**config.mk**
```make
export PLATFORM = sky130hd
export DESIGN_NAME = spi_host_top
export DESIGN_NICKNAME = d
export VERILOG_FILES = /design/src/source/spi_host_pkg.sv /design/src/source/spi_byte_engine.sv /design/src/source/spi_host_regs.sv /design/src/source/spi_host_top.sv
export SDC_FILE = /design/constraint.sdc
export NUM_CORES = 1
export LEC_CHECK = 0
export ABC_AREA = 1
export CAP_MARGIN = 25
export CELL_PAD_IN_SITES_DETAIL_PLACEMENT = 1
export CELL_PAD_IN_SITES_GLOBAL_PLACEMENT = 1
export CORE_AREA = 2 2 73 75
export DETAILED_ROUTE_END_ITERATION = 8
export DIE_AREA = 0 0 75 77
export DONT_BUFFER_PORTS = 1
export PLACE_DENSITY = 0.68
export SLEW_MARGIN = 10
export SYNTH_ARGS = -nofsm -noshare
export SYNTH_HDL_FRONTEND = slang
export SYNTH_HIERARCHICAL = 1
export SYNTH_SLANG_ARGS = --single-unit
export TNS_END_PERCENT = 10
```
**constraint.sdc**
```tcl
create_clock -name clk -period 2.39 [get_ports clk]
set_clock_uncertainty 0.1 [all_clocks]
set_input_delay 0.239 -clock clk [delete_from_list [all_inputs] [get_ports clk]]
set_output_delay 0.239 -clock clk [all_outputs]
set_load 0.01 [all_outputs]
```
**src/source/spi_host_pkg.sv**
```systemverilog
// spi host package with spi timing constants, register map and bus/pin structs
package spi_host_pkg;

  // --------------------------------------------------------------------------
  // spi timing
  // --------------------------------------------------------------------------
  // terminal count of the half period counter, each sck phase waits one more
  localparam int SPI_HALF_CYCLES = 1;
  // bits moved per start command
  localparam int SPI_BITS = 8;
  // counter widths derived from the above
  localparam int SPI_CTR_W = $clog2(SPI_HALF_CYCLES + 2);
  localparam int SPI_BIT_W = $clog2(SPI_BITS);

  // --------------------------------------------------------------------------
  // register map
  // --------------------------------------------------------------------------
  localparam int REG_ADDR_W = 3;

  localparam logic [REG_ADDR_W-1:0] ADDR_CTRL   = 3'd0;
  localparam logic [REG_ADDR_W-1:0] ADDR_TXDATA = 3'd1;
  localparam logic [REG_ADDR_W-1:0] ADDR_START  = 3'd2;
  localparam logic [REG_ADDR_W-1:0] ADDR_STATUS = 3'd3;
  localparam logic [REG_ADDR_W-1:0] ADDR_RXDATA = 3'd4;

  // enable in ctrl selects the slave
  localparam int CTRL_ENABLE_BIT  = 0;
  // byte done flag
  localparam int STATUS_READY_BIT = 0;

  // host side request, write when cs and we both high
  typedef struct packed {
    logic                  cs;
    logic                  we;
    logic [REG_ADDR_W-1:0] addr;
    logic [7:0]            wdata;
  } host_req_t;

  // single cycle strobes from the register block to the engine
  typedef struct packed {
    logic                enable;
    logic                enable_vld;
    logic                start;
    logic [SPI_BITS-1:0] tx_data;
    logic                tx_data_vld;
  } spi_cmd_t;

  // master driven spi pins
  typedef struct packed {
    logic ss;
    logic sck;
    logic mosi;
  } spi_pins_t;

endpackage

```
**src/source/spi_byte_engine.sv**
```systemverilog
// spi byte engine with sck generator, tx/rx shift registers and bit sequencer FSM
`timescale 1ns/1ps

module spi_byte_engine (
  input  logic                               clk,
  input  logic                               reset_n,
  input  spi_host_pkg::spi_cmd_t             cmd,
  input  logic                               spi_miso,
  output spi_host_pkg::spi_pins_t            pins,
  output logic [spi_host_pkg::SPI_BITS-1:0]  rx_data,
  output logic                               ready
);
  import spi_host_pkg::*;

  // --------------------------------------------------------------------------
  // sequencer states
  // --------------------------------------------------------------------------
  typedef enum logic [2:0] {
    ST_IDLE,
    ST_POS_FLANK,
    ST_WAIT_POS,
    ST_NEG_FLANK,
    ST_WAIT_NEG,
    ST_NEXT
  } state_t;

  state_t                state_reg;
  state_t                state_next;

  // slave select level set by ctrl writes only
  logic                  ss_reg;

  // spi clock
  logic                  sck_reg;
  logic                  sck_next;

  // transmit shifter with mosi on its msb
  logic [SPI_BITS-1:0]   tx_reg;
  logic [SPI_BITS-1:0]   tx_next;
  logic                  tx_shift;

  // receive shifter
  logic [SPI_BITS-1:0]   rx_reg;
  logic [SPI_BITS-1:0]   rx_next;
  logic                  rx_shift;

  // miso registered once before use
  logic                  miso_sample;

  // half period counter
  logic [SPI_CTR_W-1:0]  half_ctr;
  logic                  half_ctr_rst;
  logic                  half_done;

  // bit counter
  logic [SPI_BIT_W-1:0]  bit_ctr;
  logic                  bit_ctr_rst;
  logic                  bit_ctr_inc;
  logic                  last_bit;

  // byte done level
  logic                  ready_reg;
  logic                  ready_next;

  // --------------------------------------------------------------------------
  // outputs
  // --------------------------------------------------------------------------
  assign pins.ss   = ss_reg;
  assign pins.sck  = sck_reg;
  assign pins.mosi = tx_reg[SPI_BITS-1];
  assign rx_data   = rx_reg;
  assign ready     = ready_reg;

  // counter terminal values
  assign half_done = (half_ctr == SPI_CTR_W'(SPI_HALF_CYCLES));
  assign last_bit  = (bit_ctr == SPI_BIT_W'(SPI_BITS - 1));

  // --------------------------------------------------------------------------
  // registers
  // --------------------------------------------------------------------------
  always_ff @(posedge clk) begin
    if (!reset_n) begin
      ss_reg      <= 1'b1;
      sck_reg     <= 1'b0;
      tx_reg      <= '0;
      rx_reg      <= '0;
      miso_sample <= 1'b0;
      half_ctr    <= '0;
      bit_ctr     <= '0;
      ready_reg   <= 1'b1;
      state_reg   <= ST_IDLE;
    end else begin
      miso_sample <= spi_miso;
      sck_reg     <= sck_next;
      tx_reg      <= tx_next;
      rx_reg      <= rx_next;
      ready_reg   <= ready_next;
      state_reg   <= state_next;

      // active low select so enable high pulls ss down
      if (cmd.enable_vld) begin
        ss_reg <= ~cmd.enable;
      end

      // free running between flanks and cleared on each flank
      if (half_ctr_rst) begin
        half_ctr <= '0;
      end else begin
        half_ctr <= half_ctr + 1'b1;
      end

      if (bit_ctr_rst) begin
        bit_ctr <= '0;
      end else if (bit_ctr_inc) begin
        bit_ctr <= bit_ctr + 1'b1;
      end
    end
  end

  // --------------------------------------------------------------------------
  // tx shifter
  // --------------------------------------------------------------------------
  always_comb begin
    tx_next = tx_reg;
    // shift left after each bit for msb first on the wire
    if (tx_shift) begin
      tx_next = {tx_reg[SPI_BITS-2:0], 1'b0};
    end else if (cmd.tx_data_vld && ready_reg) begin
      // load only between transfers so a write mid byte is dropped
      tx_next = cmd.tx_data;
    end
  end

  // --------------------------------------------------------------------------
  // rx shifter
  // --------------------------------------------------------------------------
  always_comb begin
    rx_next = rx_reg;
    // zero from the same edge that raises ss and for as long as it stays high
    if (ss_reg || (cmd.enable_vld && !cmd.enable)) begin
      rx_next = '0;
    end else if (rx_shift) begin
      // sample taken the cycle before sck rises holds the bit the
      // slave launched on the previous falling edge
      rx_next = {rx_reg[SPI_BITS-2:0], miso_sample};
    end
  end

  // --------------------------------------------------------------------------
  // bit sequencer
  // --------------------------------------------------------------------------
  always_comb begin
    state_next   = state_reg;
    sck_next     = sck_reg;
    ready_next   = ready_reg;
    tx_shift     = 1'b0;
    rx_shift     = 1'b0;
    half_ctr_rst = 1'b0;
    bit_ctr_rst  = 1'b0;
    bit_ctr_inc  = 1'b0;

    case (state_reg)
      ST_IDLE: begin
        // start ignored anywhere but here
        if (cmd.start) begin
          sck_next    = 1'b0;
          bit_ctr_rst = 1'b1;
          ready_next  = 1'b0;
          state_next  = ST_POS_FLANK;
        end
      end

      ST_POS_FLANK: begin
        // capture then raise sck
        rx_shift     = 1'b1;
        sck_next     = 1'b1;
        half_ctr_rst = 1'b1;
        state_next   = ST_WAIT_POS;
      end

      ST_WAIT_POS: begin
        if (half_done) begin
          state_next = ST_NEG_FLANK;
        end
      end

      ST_NEG_FLANK: begin
        sck_next     = 1'b0;
        half_ctr_rst = 1'b1;
        state_next   = ST_WAIT_NEG;
      end

      ST_WAIT_NEG: begin
        if (half_done) begin
          state_next = ST_NEXT;
        end
      end

      ST_NEXT: begin
        if (last_bit) begin
          // byte done with sck already low
          ready_next = 1'b1;
          state_next = ST_IDLE;
        end else begin
          // present next mosi bit while sck is low
          tx_shift    = 1'b1;
          bit_ctr_inc = 1'b1;
          state_next  = ST_POS_FLANK;
        end
      end

      default: begin
        state_next = ST_IDLE;
      end
    endcase
  end

endmodule

```
**src/source/spi_host_regs.sv**
```systemverilog
// spi host register block with write decode, command strobes and registered read mux
`timescale 1ns/1ps

module spi_host_regs (
  input  logic                               clk,
  input  logic                               reset_n,
  input  spi_host_pkg::host_req_t            req,
  output logic [7:0]                         rdata,
  output spi_host_pkg::spi_cmd_t             cmd,
  input  logic [spi_host_pkg::SPI_BITS-1:0]  rx_data,
  input  logic                               ready
);
  import spi_host_pkg::*;

  // --------------------------------------------------------------------------
  // decode
  // --------------------------------------------------------------------------
  logic                 wr_en;
  logic                 rd_en;
  logic                 wr_ctrl;
  logic                 wr_txdata;
  logic                 wr_start;

  // command state
  logic                 enable_reg;
  logic                 enable_vld_reg;
  logic                 start_reg;
  logic [SPI_BITS-1:0]  tx_data_reg;
  logic                 tx_data_vld_reg;

  // read side
  logic [7:0]           ctrl_val;
  logic [7:0]           status_val;
  logic [7:0]           rd_mux;

  assign wr_en     = req.cs && req.we;
  assign rd_en     = req.cs && !req.we;
  assign wr_ctrl   = wr_en && (req.addr == ADDR_CTRL);
  assign wr_txdata = wr_en && (req.addr == ADDR_TXDATA);
  assign wr_start  = wr_en && (req.addr == ADDR_START);

  // --------------------------------------------------------------------------
  // command strobes, one cycle after the write
  // --------------------------------------------------------------------------
  always_ff @(posedge clk) begin
    if (!reset_n) begin
      enable_reg      <= 1'b0;
      enable_vld_reg  <= 1'b0;
      start_reg       <= 1'b0;
      tx_data_vld_reg <= 1'b0;
    end else begin
      enable_vld_reg  <= wr_ctrl;
      start_reg       <= wr_start;
      tx_data_vld_reg <= wr_txdata;
      // level kept for ctrl readback, also feeds the engine
      if (wr_ctrl) begin
        enable_reg <= req.wdata[CTRL_ENABLE_BIT];
      end
    end
  end

  // tx byte payload, qualified by tx_data_vld
  always_ff @(posedge clk) begin
    if (wr_txdata) begin
      tx_data_reg <= req.wdata;
    end
  end

  assign cmd.enable      = enable_reg;
  assign cmd.enable_vld  = enable_vld_reg;
  assign cmd.start       = start_reg;
  assign cmd.tx_data     = tx_data_reg;
  assign cmd.tx_data_vld = tx_data_vld_reg;

  // --------------------------------------------------------------------------
  // read back
  // --------------------------------------------------------------------------
  always_comb begin
    ctrl_val                   = '0;
    ctrl_val[CTRL_ENABLE_BIT]  = enable_reg;
    status_val                 = '0;
    status_val[STATUS_READY_BIT] = ready;

    case (req.addr)
      ADDR_CTRL:   rd_mux = ctrl_val;
      ADDR_STATUS: rd_mux = status_val;
      ADDR_RXDATA: rd_mux = rx_data;
      // txdata and start are write only
      default:     rd_mux = '0;
    endcase
  end

  // rdata holds until the next read
  always_ff @(posedge clk) begin
    if (!reset_n) begin
      rdata <= '0;
    end else if (rd_en) begin
      rdata <= rd_mux;
    end
  end

endmodule

```
**src/source/spi_host_top.sv**
```systemverilog
// spi host top level joining the register block and the byte engine
`timescale 1ns/1ps

module spi_host_top (
  input  logic                     clk,
  input  logic                     reset_n,
  // host register bus
  input  spi_host_pkg::host_req_t  req,
  output logic [7:0]               rdata,
  // flash side
  output spi_host_pkg::spi_pins_t  spi_pins,
  input  logic                     spi_miso
);
  import spi_host_pkg::*;

  // --------------------------------------------------------------------------
  // internal wires
  // --------------------------------------------------------------------------
  // strobes from regs to engine
  spi_cmd_t             cmd;
  // engine status back to regs
  logic [SPI_BITS-1:0]  rx_data;
  logic                 ready;

  // --------------------------------------------------------------------------
  // register block
  // --------------------------------------------------------------------------
  spi_host_regs i_regs (
    .clk     (clk),
    .reset_n (reset_n),
    .req     (req),
    .rdata   (rdata),
    .cmd     (cmd),
    .rx_data (rx_data),
    .ready   (ready)
  );

  // --------------------------------------------------------------------------
  // byte engine
  // --------------------------------------------------------------------------
  spi_byte_engine i_engine (
    .clk      (clk),
    .reset_n  (reset_n),
    .cmd      (cmd),
    .spi_miso (spi_miso),
    .pins     (spi_pins),
    .rx_data  (rx_data),
    .ready    (ready)
  );

endmodule

```
# == Word-level counts from Yosys, hierarchy flattened ==
# Index checks and enable logic that the tools add are counted.
# Widths: inputs -> output; s select.
# word_totals
ff_bits,48
inputBits,16
out_inout_bits,11
word_cells,76
# classes
addsub,2
eq_ne,15
mux,18
bitwise_logic,2
n_reduce_logical,23
# ops
cell,count
$pmux 8 s3,1
$pmux 3 s6,1
$mux 8,2
$eq 3x2->1 const B,4
$eq 3x3->1 const B,4
$reduce_or 2->1,5
$mux 1,9
$mux 3,3
$logic_and 1x1->1,7
$eq 3x1->1 const B,2
$logic_not 3->1,2
$ne 2x1->1 const B,3
$reduce_and 3->1,2
$reduce_bool 2->1,2
$add 3x1->3 const B,1
$pmux 1 s3,1
$reduce_bool 3->1,1
$add 2x1->2 const B,1
$eq 2x1->1 const B,1
$logic_not 1->1,2
$ne 2x2->1 const B,1
$not 1->1,2
$pmux 1 s2,1
$reduce_and 2->1,1
$logic_or 1x1->1,1

# == Longest topological paths before layout ==
# Gate-level depths: netlist of the first run.
# logic_depth
word_depth,4
ltp_mapped,7
ltp_nobuf,7

# == Cells and area by module ==
# Netlist of the first run, hierarchy kept.
# modules_own_cells
module,instances,cells_per_inst,area_each_um2,seq_area_each_um2
spi_byte_engine,1,161,1184.9,560.5
spi_host_regs,1,72,818.3,480.5

# == Worst setup path before layout of the first run ==
# No wires, ideal clock.
# synth_timing
path_kind,input -> register
from,in req[10] (netlist bit)
to,"reg i_regs.tx_data_reg[0], enable pin"
setup_time_ps,383
t_arrival_ps,1103
required_ps,1907
slack_ps,803
stages,3
n_path_buf,0
path_cell_list,inv_1 nand3_1 nor3_1
# synth_via
elab_chain_len,2
# synth_rtl
item,line,rtl
"start, declared",spi_host_top.sv:8,"input spi_host_pkg::host_req_t req,"
$eq 3x1->1,spi_host_regs.sv:39,assign wr_txdata = wr_en && (req.addr == ADDR_TXDATA);
$logic_and 1x1->1,spi_host_regs.sv:39,
net i_regs.wr_txdata,spi_host_regs.sv:21,logic wr_txdata;
"end signal, assigned",spi_host_regs.sv:65,tx_data_reg <= req.wdata;
"end, declared",spi_host_regs.sv:28,logic [SPI_BITS-1:0] tx_data_reg;
# The timed path passes the listed nets, and every way through them passes these cells.
# A chain may end at the register's enable or synchronous reset.

# == Worst setup path after layout of the first run ==
# layout_timing
from,reg i_engine.bit_ctr[0]
to,reg i_engine.tx_reg[5]
# layout_via
elab_chain_len,4
word_cells_on_any_way,5
cone_classes,1 x eq/ne; 3 x mux; 1 x reduce/logical
# layout_rtl
item,line,rtl
"start, declared",spi_byte_engine.sv:56,logic [SPI_BIT_W-1:0] bit_ctr;
"start signal, assigned",spi_byte_engine.sv:115,bit_ctr <= bit_ctr + 1'b1;
$eq 3x3->1 *,spi_byte_engine.sv:76,assign last_bit = (bit_ctr == SPI_BIT_W'(SPI_BITS - 1));
$mux 1 *,spi_byte_engine.sv:200,if (last_bit) begin
$mux 1 *,spi_byte_engine.sv:162,case (state_reg)
$mux 8 / $reduce_bool 2->1 (equally long branches),-,
"end signal, assigned",spi_byte_engine.sv:95,tx_reg <= tx_next;
"end, declared",spi_byte_engine.sv:38,logic [SPI_BITS-1:0] tx_reg;
# Mark *: on every way between the ends. The rest lies on a longest branch, timed or not.

==> results.json, run 1 <==
{
  "status": "complete, no violations",
  "routed_via_density": 4.86,
  "fin_ws_ns": 0.657,
  "p_switching_w": 0.000352,
  "power_frac_clock_pct": 32.7,
  "dieWidth_um": 75,
  "synthArstFlopShare_pct": 0,
  "antenna_found_initial": 0,
  "tightest_slew_ns": 0.733,
  "wirelength_um": 4340,
  "gr-total-overflow": 0,
  "drt_iter0_markers": 57,
  "cp_top_family": "simple AND/OR/NAND/NOR gates",
  "setup_violations": 0,
  "holdWs_ns": 0.0161,
  "fillerInstances": 617,
  "seq_area_um2": 1040,
  "timing.final.max_slew_violations": 0,
  "cts_max_level": 2,
  "fp.dieH_um": 77,
  "required_ns": 2.52,
  "max_freq_ghz": 0.577,
  "dpl_cell_area_um2": 2000,
  "path_buf_inv": 0,
  "numCtsBuffers": 5,
  "arrival_ns": 1.86,
  "cpPeakStageDelay_ns": 0.51,
  "path_class": "flop to flop",
  "ff2ff_setup_slack_ns": 0.66,
  "fin_crit_ns": 1.73,
  "yosysWarnings": 6,
  "ys_ff_latch": 48,
  "switching_share_pct": 23.7,
  "slew_headroom_pct": 51.0,
  "cts_tree": "yes",
  "grt_pass1_vias": 1602,
  "gp_congestion": 0.776,
  "tns_ns": 0,
  "end_kind": "flop",
  "clock_latency_ns": 0.29,
  "routedWlPerCell_um": 14.0,
  "cts_sinks": 48,
  "multi_input_area_um2": 759,
  "dieArea_um2": 5780,
  "synth-edff-count": 8,
  "internal_power_w": 0.00114,
  "drc": 0,
  "netlist_instances": 233,
  "syn_avg_cell_area_um2": 8.60,
  "synth_top_flop_cell": "dfxtp_1",
  "r2r-end": "i_engine/tx_reg[5]$_SDFFE_PN0P_",
  "share_comb_of_total_power_pct": 8.4,
  "synthesis.nets": 252,
  "initial_core_util_pct": 40.2,
  "syn_area_um2": 2000,
  "hp-class": "primary input to flop",
  "io_buffers": 0,
  "cts_setup_buffers": 0,
  "path_max_fanout": 11,
  "cp_cell_sequence": "ha_1 -> ha_1 -> nor2_1 -> o21ai_0 -> nor2_1",
  "clk_pin_slew_ns": 0.08,
  "vias": 1512,
  "grt_max_degree": 21,
  "nNetsFinal": 259,
  "cts-resized-gates": 0,
  "grt_pass1_wl_um": 7340,
  "cp_slowest_cell": "nor2_1",
  "rsz0062_at_grt": "no",
  "synth_top_area_share_pct": 40.0,
  "r2r_start": "i_engine/bit_ctr[0]$_SDFFE_PP0P_",
  "period_share_pct": 72.5,
  "cp-start-kind": "flop",
  "synth_cell_types": 28,
  "pwr-share-seq_pct": 58.9,
  "cp.depth": 5,
  "power_density_nw_per_um2": 671,
  "rows": 26,
  "clockRootBuffer": "clkbuf_8",
  "preCtsSetupSlack_ns": 0.673,
  "diodes": 0,
  "peakVddDrop_mv": 0.312,
  "p_leak_nw": 0.836,
  "syn_to_final_growth_pct": 10.7,
  "hold_viol": 0,
  "holdPathEnd": "i_regs/tx_data_vld_reg$_SDFF_PN0_",
  "layout-drive-gt1-share_pct": 10.4,
  "worstHoldStart": "req[8]",
  "drv_cap": 0,
  "yosysSeqAreaShare_pct": 52.0,
  "track_usage_pct": 16.7,
  "yosysTopAreaCell": "dfxtp_1",
  "final_area_um2": 2220,
  "drt_first_pass_iters": 4,
  "coreArea_um2": 4980,
  "min_path_cells": 2,
  "dpl.hpwl_um": 2910,
  "ios": 27,
  "ff2ff_path_depth": 5,
  "cts.path.max_buffers": 2,
  "synth_area_leaders": "dfxtp_1 (40%), edfxtp_1 (12%), nand2_1 (6.7%), o21ai_0 (6.0%), nand3_1 (4.7%)",
  "fin_util_pct": 44.5,
  "final_antenna_net_count": 0
}
==> how the worst max path moves through the flow <==
stage | startpoint | endpoint | slack [ns]
floorplan | req[10] | i_regs/tx_data_reg[0]$_DFFE_PP_ | 0.80
global placement | i_engine/bit_ctr[0]$_SDFFE_PP0P_ | i_engine/state_reg[0]$_SDFFE_PN0P_ | 0.73
detailed placement | i_engine/bit_ctr[0]$_SDFFE_PP0P_ | i_engine/tx_reg[3]$_SDFFE_PN0P_ | 0.67
CTS | i_engine/bit_ctr[0]$_SDFFE_PP0P_ | i_engine/state_reg[0]$_SDFFE_PN0P_ | 0.64
global route | i_engine/bit_ctr[0]$_SDFFE_PP0P_ | i_engine/state_reg[0]$_SDFFE_PN0P_ | 0.48
finish | i_engine/bit_ctr[0]$_SDFFE_PP0P_ | i_engine/tx_reg[5]$_SDFFE_PN0P_ | 0.66
==> layout make-up <==
| type | count | share of cell area, % |
|---|---|---|
| flip-flops and latches | 48 | 47.0 |
| repair buffers | 15 | 6.55 |
| clock buffers | 8 | 4.06 |
| multi-input cells | 145 | 34.3 |
| well taps | 70 | 3.95 |
| inverters | 25 | 4.23 |
==> synth_stat cells, drive strengths merged (2+ instances only) <==
| cell type | number |
|---|---|
| dfxtp | 40 |
| nand2 | 37 |
| o21ai | 27 |
| inv | 25 |
| a21oi | 24 |
| nor2 | 23 |
| nand3 | 20 |
| buf | 13 |
| edfxtp | 8 |
| nand4 | 5 |
| ha | 3 |
| nor3 | 3 |
| clkbuf | 2 |
==> logic make-up after synthesis <==
logic type	Yosys count	synth area share, %
simple gates	89	20.7
compound gates	53	15.3
flops	48	52.0
buf+inv	40	10.1
fa+ha+maj	3	1.87
==> metal layers <==
metal | part of all wire (%) | global-route usage [%] | wire length, µm
met1 | 45 | 20.0 | 1960
met2 | 51 | 28.0 | 2220
met3 | 2.5 | 4.20 | 107
met4 | 1.4 | 6.43 | 62
met5 | 0 | 0 | 0
==> layout by cell type (no fill, tap or decap), drive strengths merged <==
cell         count
a31oi            1
nor2            23
o21ai           27
dlygate4sd3     13
o211ai           1
inv             25
edfxtp           8
clkbuf           8
nor4             1
buf              2
nand2           37
dfxtp           40
nand4            5
nor3             3
ha               3
a21oi           24
nand3           20
==> what timing repair did <==
action                                  4_1_cts  5_1_grt
hold buffers                                 13        0
hold endpoints to repair                     29        0
endpoints found under the setup margin        0        0
==> power by group through the flow <==
stage | Clock, W | Sequential (W) | Combinational (W)
2_1_floorplan | 0 | 0.000887 | 0.000102
3_3_place_gp | 0 | 0.000895 | 0.000102
3_5_place_dp | 0 | 0.000895 | 0.000103
4_1_cts | 0.000510 | 0.000876 | 0.000126
5_1_grt | 0.000543 | 0.000881 | 0.000143
6_report | 0.000487 | 0.000876 | 0.000125
==> stage by stage <==
step	std cells	power, W
floorplan	233	0.000989
global placement	290	0.000997
detailed placement	290	0.000998
CTS	311	0.00151
global route	311	0.00157
finish	311	0.00149
Power figures use the tool's default switching activity.
==> run 2: changes to the inputs <==
- clock period: 2.39 -> 1.7 ns (I/O delays scaled with it)
==> run 2 against run 1 <==
Effect of this change:
- clock power grew 71%
- largest power group unchanged
- critical endpoint is now i_regs/rdata[0]$_SDFFE_PN0P_
- register-to-register slack worse by 0.55 ns
- core utilization grew 5.0 points
- largest cell class unchanged
==> results.json, run 2 (synthesis gave the netlist of run 1 again) <==
{
  "numCtsBuffers": 5,
  "layout-drive-gt1-share_pct": 14.4,
  "share_comb_of_total_power_pct": 8.9,
  "io_buffers": 0,
  "coreArea_um2": 4980,
  "fp.dieH_um": 77,
  "syn_to_final_growth_pct": 23.1,
  "seq_area_um2": 1050,
  "max_freq_ghz": 0.627,
  "gr-total-overflow": 0,
  "cts.path.max_buffers": 2,
  "vias": 1670,
  "setup_violations": 0,
  "initial_core_util_pct": 40.2,
  "path_class": "flop to flop",
  "rows": 26,
  "power_frac_clock_pct": 36.7,
  "cts_max_level": 2,
  "p_leak_nw": 0.935,
  "pwr-share-seq_pct": 54.4,
  "internal_power_w": 0.00172,
  "power_density_nw_per_um2": 919,
  "routedWlPerCell_um": 15.3,
  "clock_latency_ns": 0.31,
  "required_ns": 1.85,
  "cts_sinks": 48,
  "clockRootBuffer": "clkbuf_8",
  "diodes": 0,
  "fin_crit_ns": 1.60,
  "grt_max_degree": 19,
  "dpl.hpwl_um": 3030,
  "ios": 27,
  "ff2ff_setup_slack_ns": 0.10,
  "status": "complete, no violations",
  "switching_share_pct": 24.1,
  "routed_via_density": 5.02,
  "fin_ws_ns": 0.105,
  "timing.final.max_slew_violations": 0,
  "end_kind": "flop",
  "slew_headroom_pct": 70.7,
  "period_share_pct": 93.8,
  "wirelength_um": 5110,
  "track_usage_pct": 19.3,
  "hp-class": "primary input to flop",
  "clk_pin_slew_ns": 0.10,
  "drt_first_pass_iters": 4,
  "rsz0062_at_grt": "no",
  "fillerInstances": 590,
  "drv_cap": 0,
  "final_antenna_net_count": 0,
  "grt_pass1_wl_um": 8360,
  "gp_congestion": 0.767,
  "dieArea_um2": 5780,
  "arrival_ns": 1.75,
  "tightest_slew_ns": 0.438,
  "hold_viol": 0,
  "p_switching_w": 0.000546,
  "layout_commonest_cell": "dfxtp_1",
  "drc": 0,
  "final_cell_mix": "dfxtp_1 (38), nand2_1 (35), dlygate4sd3_1 (28)",
  "antenna_found_initial": 0,
  "grt_pass1_vias": 1680,
  "path_max_fanout": 10,
  "nNetsFinal": 281,
  "tns_ns": 0,
  "drt_iter0_markers": 57,
  "cp-start-kind": "flop",
  "dieWidth_um": 75,
  "preCtsSetupSlack_ns": 0.264,
  "peakVddDrop_mv": 0.553,
  "cts_tree": "yes",
  "multi_input_area_um2": 771
}
## run 2: cell types whose count changed in the layout (fill, tap and decap cells not counted), moves of 2 or more
cell	previous run	this run
clkbuf_1	2	0
buf_4	2	7
dlygate4sd3_1	13	28
dfxtp_1	40	38
## run 2: repair_timing
item                                    in CTS  in global routing
buffers inserted                             0                  2
endpoints found under the setup margin       0                  3
endpoints found under the hold margin       37                  0
resized for setup                            0                  8
hold buffers                                29                  0
## run 2: cell type report
class / instances / share of cell area (%)
Tap cell: 70 / 3.55
Clock inverter: 3 / 1.73
Clock buffer: 5 / 2.79
Multi-Input combinational cell: 145 / 31.3
Sequential cell: 48 / 42.4
Inverter: 25 / 3.81
Timing Repair Buffer: 37 / 14.5
## run 2: layer usage
metal / vias up / GRT usage (%) / part of all wire [%] / routed length, µm
li1: 824 / - / - / -
met1: 816 / 23.0 / 43 / 2200
met2: 20 / 33.5 / 53 / 2690
met3: 10 / 4.73 / 2.6 / 135
met4: 0 / 5.89 / 1.6 / 80
met5: - / 0 / 0 / 0
## run 2: power by group through the flow
stage	logic (W)	clock network [W]	registers [W]
4_1_cts	0.000201	0.000843	0.00123
3_5_place_dp	0.000147	0	0.00126
5_1_grt	0.000229	0.000902	0.00124
2_1_floorplan	0.000143	0	0.00125
6_report	0.000202	0.000832	0.00123
3_3_place_gp	0.000143	0	0.00126
## run 2: final timing paths
path                                                         to                            start  cells after the start
worst max register to register     i_regs/rdata[0]$_SDFFE_PN0P_      i_engine/ready$_SDFFE_PN1P_                      6
worst min-delay path            i_regs/tx_data_reg[0]$_DFFE_PP_                           req[9]                      2
worst min register to register  i_engine/half_ctr[0]$_SDFF_PP0_  i_engine/half_ctr[0]$_SDFF_PP0_                      1
worst max-delay path               i_regs/rdata[0]$_SDFFE_PN0P_      i_engine/ready$_SDFFE_PN1P_                      6
## run 2: critical path: stages (launching register included)
cell	delay (ns)
dfxtp_2	0.35
buf_6	0.15
nand4_1	0.12
nand3_1	0.12
nand2_2	0.05
a21oi_2	0.10
dlygate4sd3_1	0.54
## run 2: stage by stage
stage	cell area, µm²	util, %	hold WS, ns	total power (W)	cells
5_1_grt	2470	49.5	0.122	0.00237	333
3_3_place_gp	2030	40.7	0.157	0.00140	294
3_5_place_dp	2030	40.7	0.155	0.00141	294
6_report	2470	49.5	0.133	0.00227	333
2_1_floorplan	2000	-	0.148	0.00139	233
4_1_cts	2430	48.8	0.124	0.00228	331
==> run 3: changes to the inputs <==
- CORE_AREA: 2 2 73 75 -> 2 2 71 73
- DIE_AREA: 0 0 75 77 -> 0 0 73 75
- HOLD_SLACK_MARGIN: not set -> 0.08
- SYNTH_HIERARCHICAL: 1 -> not set
==> run 3 against run 2 <==
Effect of this change:
- sequential share of layout area increased by 1.5 points
- sequential power about the same
- via count decreased by 1.2%
- synthesized area decreased by 5.8%
- first-iteration DRC count decreased by 1.8%
- core utilization increased by 1.3 points
- design area decreased by 3.9%
- cell count decreased by 6.0%
- critical path type unchanged
==> results.json, run 3 <==
{
  "status": "complete, no violations",
  "synth_area_leaders": "dfxtp_1 (42%), edfxtp_1 (13%), nand2_1 (9.5%), a21oi_1 (7.4%), o21ai_0 (5.8%)",
  "required_ns": 1.83,
  "ys_ff_latch": 48,
  "dieArea_um2": 5480,
  "yosysWarnings": 0,
  "grt_max_degree": 16,
  "cp_top_family": "adder cells",
  "synth_top_flop_cell": "dfxtp_1",
  "crit_start": "i_engine.bit_ctr[0]$_SDFFE_PP0P_",
  "final_cell_mix": "nand2_1 (48), dfxtp_1 (40), dlygate4sd3_1 (32)",
  "cts_sinks": 48,
  "timing.final.max_slew_violations": 0,
  "antenna_found_initial": 0,
  "syn_to_final_growth_pct": 25.6,
  "r2r-end": "i_engine.tx_reg[5]$_SDFFE_PN0P_",
  "path_max_fanout": 15,
  "cp_slowest_cell": "dfxtp_1",
  "netlist_instances": 226,
  "grt_pass1_wl_um": 8310,
  "hp-class": "primary input to flop",
  "rows": 25,
  "tightest_slew_ns": 0.453,
  "r2r_start": "i_engine.bit_ctr[0]$_SDFFE_PP0P_",
  "setup_violations": 0,
  "gp_congestion": 0.826,
  "routed_via_density": 5.27,
  "initial_core_util_pct": 40.5,
  "rsz0062_at_grt": "no",
  "yosysSeqAreaShare_pct": 55.2,
  "yosysTopAreaCell": "dfxtp_1",
  "power_density_nw_per_um2": 1020,
  "synth_commonest_cells": "nand2_1 (48), dfxtp_1 (40), a21oi_1 (28), o21ai_0 (22), inv_1 (19)",
  "synth_compound_area_share_pct": 13.6,
  "synthesis.nets": 245,
  "hold_viol": 0,
  "cp-start-kind": "flop",
  "fin_crit_ns": 1.55,
  "endpoint": "i_engine.tx_reg[5]$_SDFFE_PN0P_",
  "final_antenna_net_count": 0,
  "syn_area_um2": 1890,
  "slew_headroom_pct": 69.6,
  "syn_avg_cell_area_um2": 8.35,
  "gr-total-overflow": 0,
  "path_buf_inv": 1,
  "dpl.hpwl_um": 3250,
  "worstHoldStart": "req[10]",
  "cp.depth": 6,
  "io_buffers": 0,
  "p_leak_nw": 0.873,
  "pwr-share-seq_pct": 50.9,
  "clk_pin_slew_ns": 0.09,
  "yosys.area_share.xor_xnor_pct": 0,
  "dieWidth_um": 73,
  "cts_max_level": 2,
  "tns_ns": 0,
  "synth-edff-count": 8,
  "drc": 0,
  "cpPeakStageDelay_ns": 0.34,
  "nNetsFinal": 278,
  "layout-drive-gt1-share_pct": 6.56,
  "cts_tree": "yes",
  "synth-simple-area-share_pct": 22.1,
  "grt_pass1_vias": 1775,
  "drt_iter0_markers": 56,
  "coreArea_um2": 4660,
  "cts_setup_buffers": 0,
  "end_kind": "flop",
  "numCtsBuffers": 5,
  "period_share_pct": 91.1,
  "fillerInstances": 548,
  "drv_cap": 0,
  "synthArstFlopShare_pct": 0,
  "routedWlPerCell_um": 16.0,
  "track_usage_pct": 20.2,
  "vias": 1650,
  "share_comb_of_total_power_pct": 10.2,
  "wirelength_um": 5010,
  "fp.dieH_um": 75,
  "cpMostUsedCell": "ha_1",
  "diodes": 0,
  "internal_power_w": 0.00188,
  "drt_first_pass_iters": 4,
  "muxShareOfSynthArea_pct": 0,
  "synth_cell_types": 24,
  "cts.path.max_buffers": 2,
  "seq_area_um2": 1040,
  "max_freq_ghz": 0.645,
  "layout_commonest_cell": "nand2_1",
  "ios": 27,
  "ff2ff_setup_slack_ns": 0.15,
  "peakVddDrop_mv": 0.797,
  "p_switching_w": 0.000545,
  "clockRootBuffer": "clkbuf_8",
  "synth_most_common_cell": "nand2_1",
  "synth_fa_ha_area_share_pct": 1.99,
  "synth_top_area_share_pct": 42.4,
  "fin_util_pct": 50.8,
  "arrival_ns": 1.68,
  "power_frac_clock_pct": 38.9,
  "cp_cell_sequence": "ha_1 -> ha_1 -> nor2_4 -> buf_4 -> o21ai_0 -> a21oi_1",
  "multi_input_area_um2": 711,
  "ff2ff_path_depth": 6,
  "path_class": "flop to flop",
  "clock_latency_ns": 0.30,
  "switching_share_pct": 22.5,
  "synth_top_family_by_area": "simple AND/OR/NAND/NOR gates"
}
## run 3: worst reg2reg max path: cells and delay by family (launching register included)
kind,cells,cell delay (ns)
AOI/OAI and AO/OA,2,0.29
and+or+nand+nor,1,0.12
buffers and inverters,1,0.19
DFF,1,0.34
adders and majority gates,2,0.44
## run 3: power by group through the flow
stage	Combinational (W)	Sequential (W)	Clock [W]
6_report	0.000247	0.00123	0.000944
5_1_grt	0.000283	0.00124	0.00100
4_1_cts	0.000244	0.00123	0.000967
3_5_place_dp	0.000182	0.00126	0
3_3_place_gp	0.000172	0.00126	0
2_1_floorplan	0.000158	0.00125	0
## run 3: cell families (layout without fill, tap and decap cells)
logic type               after synthesis  count (layout)
AO/OA/AOI/OAI                         51              51
buffers and inverters                 30              63
flip-flops                            48              48
adder cells (fa/ha/maj)                3               3
AND/OR/NAND/NOR                       94              94
## run 3: worst min path at each step
stage | end | slack (ns) | depth (start not counted)
CTS | i_regs.enable_vld_reg$_SDFF_PN0_ | 0.1 | 3
floorplan | i_regs.tx_data_vld_reg$_SDFF_PN0_ | 0.15 | 1
finish | i_regs.enable_vld_reg$_SDFF_PN0_ | 0.1 | 3
detailed placement | i_regs.tx_data_vld_reg$_SDFF_PN0_ | 0.16 | 1
global route | i_regs.enable_vld_reg$_SDFF_PN0_ | 0.14 | 3
global placement | i_regs.tx_data_vld_reg$_SDFF_PN0_ | 0.15 | 1
## run 3: layout make-up
class / instances / area share [%]
Tap cell: 54 / 2.85
Multi-Input combinational cell: 148 / 30.0
Clock inverter: 2 / 2.53
Clock buffer: 5 / 2.90
Sequential cell: 48 / 43.9
Inverter: 21 / 3.33
Timing Repair Buffer: 35 / 14.5
## run 3: through the flow
| stage | cell area, µm² | worst slack [ns] | hold WS, ns | std cells | total power, W |
|---|---|---|---|---|---|
| after CTS | 2370 | 0.115 | 0.0981 | 313 | 0.00244 |
| after floorplan | 1890 | 0.216 | 0.148 | 226 | 0.00141 |
| after global placement | 1920 | 0.330 | 0.155 | 274 | 0.00143 |
| after detailed placement | 1920 | 0.181 | 0.158 | 274 | 0.00144 |
| final | 2370 | 0.151 | 0.0986 | 313 | 0.00242 |
| after global routing | 2370 | 0.0749 | 0.141 | 313 | 0.00252 |
## run 3: layer usage
| layer | global-route usage, % | wire length [µm] | vias to the layer above |
|---|---|---|---|
| met5 | 0 | 0 | - |
| met1 | 22.4 | 2070 | 795 |
| met3 | 4.95 | 192 | 8 |
| met2 | 36.9 | 2640 | 32 |
| met4 | 8.23 | 105 | 0 |
| li1 | - | - | 815 |
## run 3: timing repair
item | in CTS | in global routing
hold buffers | 32 | 0
gates resized for setup | 0 | 1
hold endpoints to repair | 36 | 0
endpoints found under the setup margin | 0 | 1
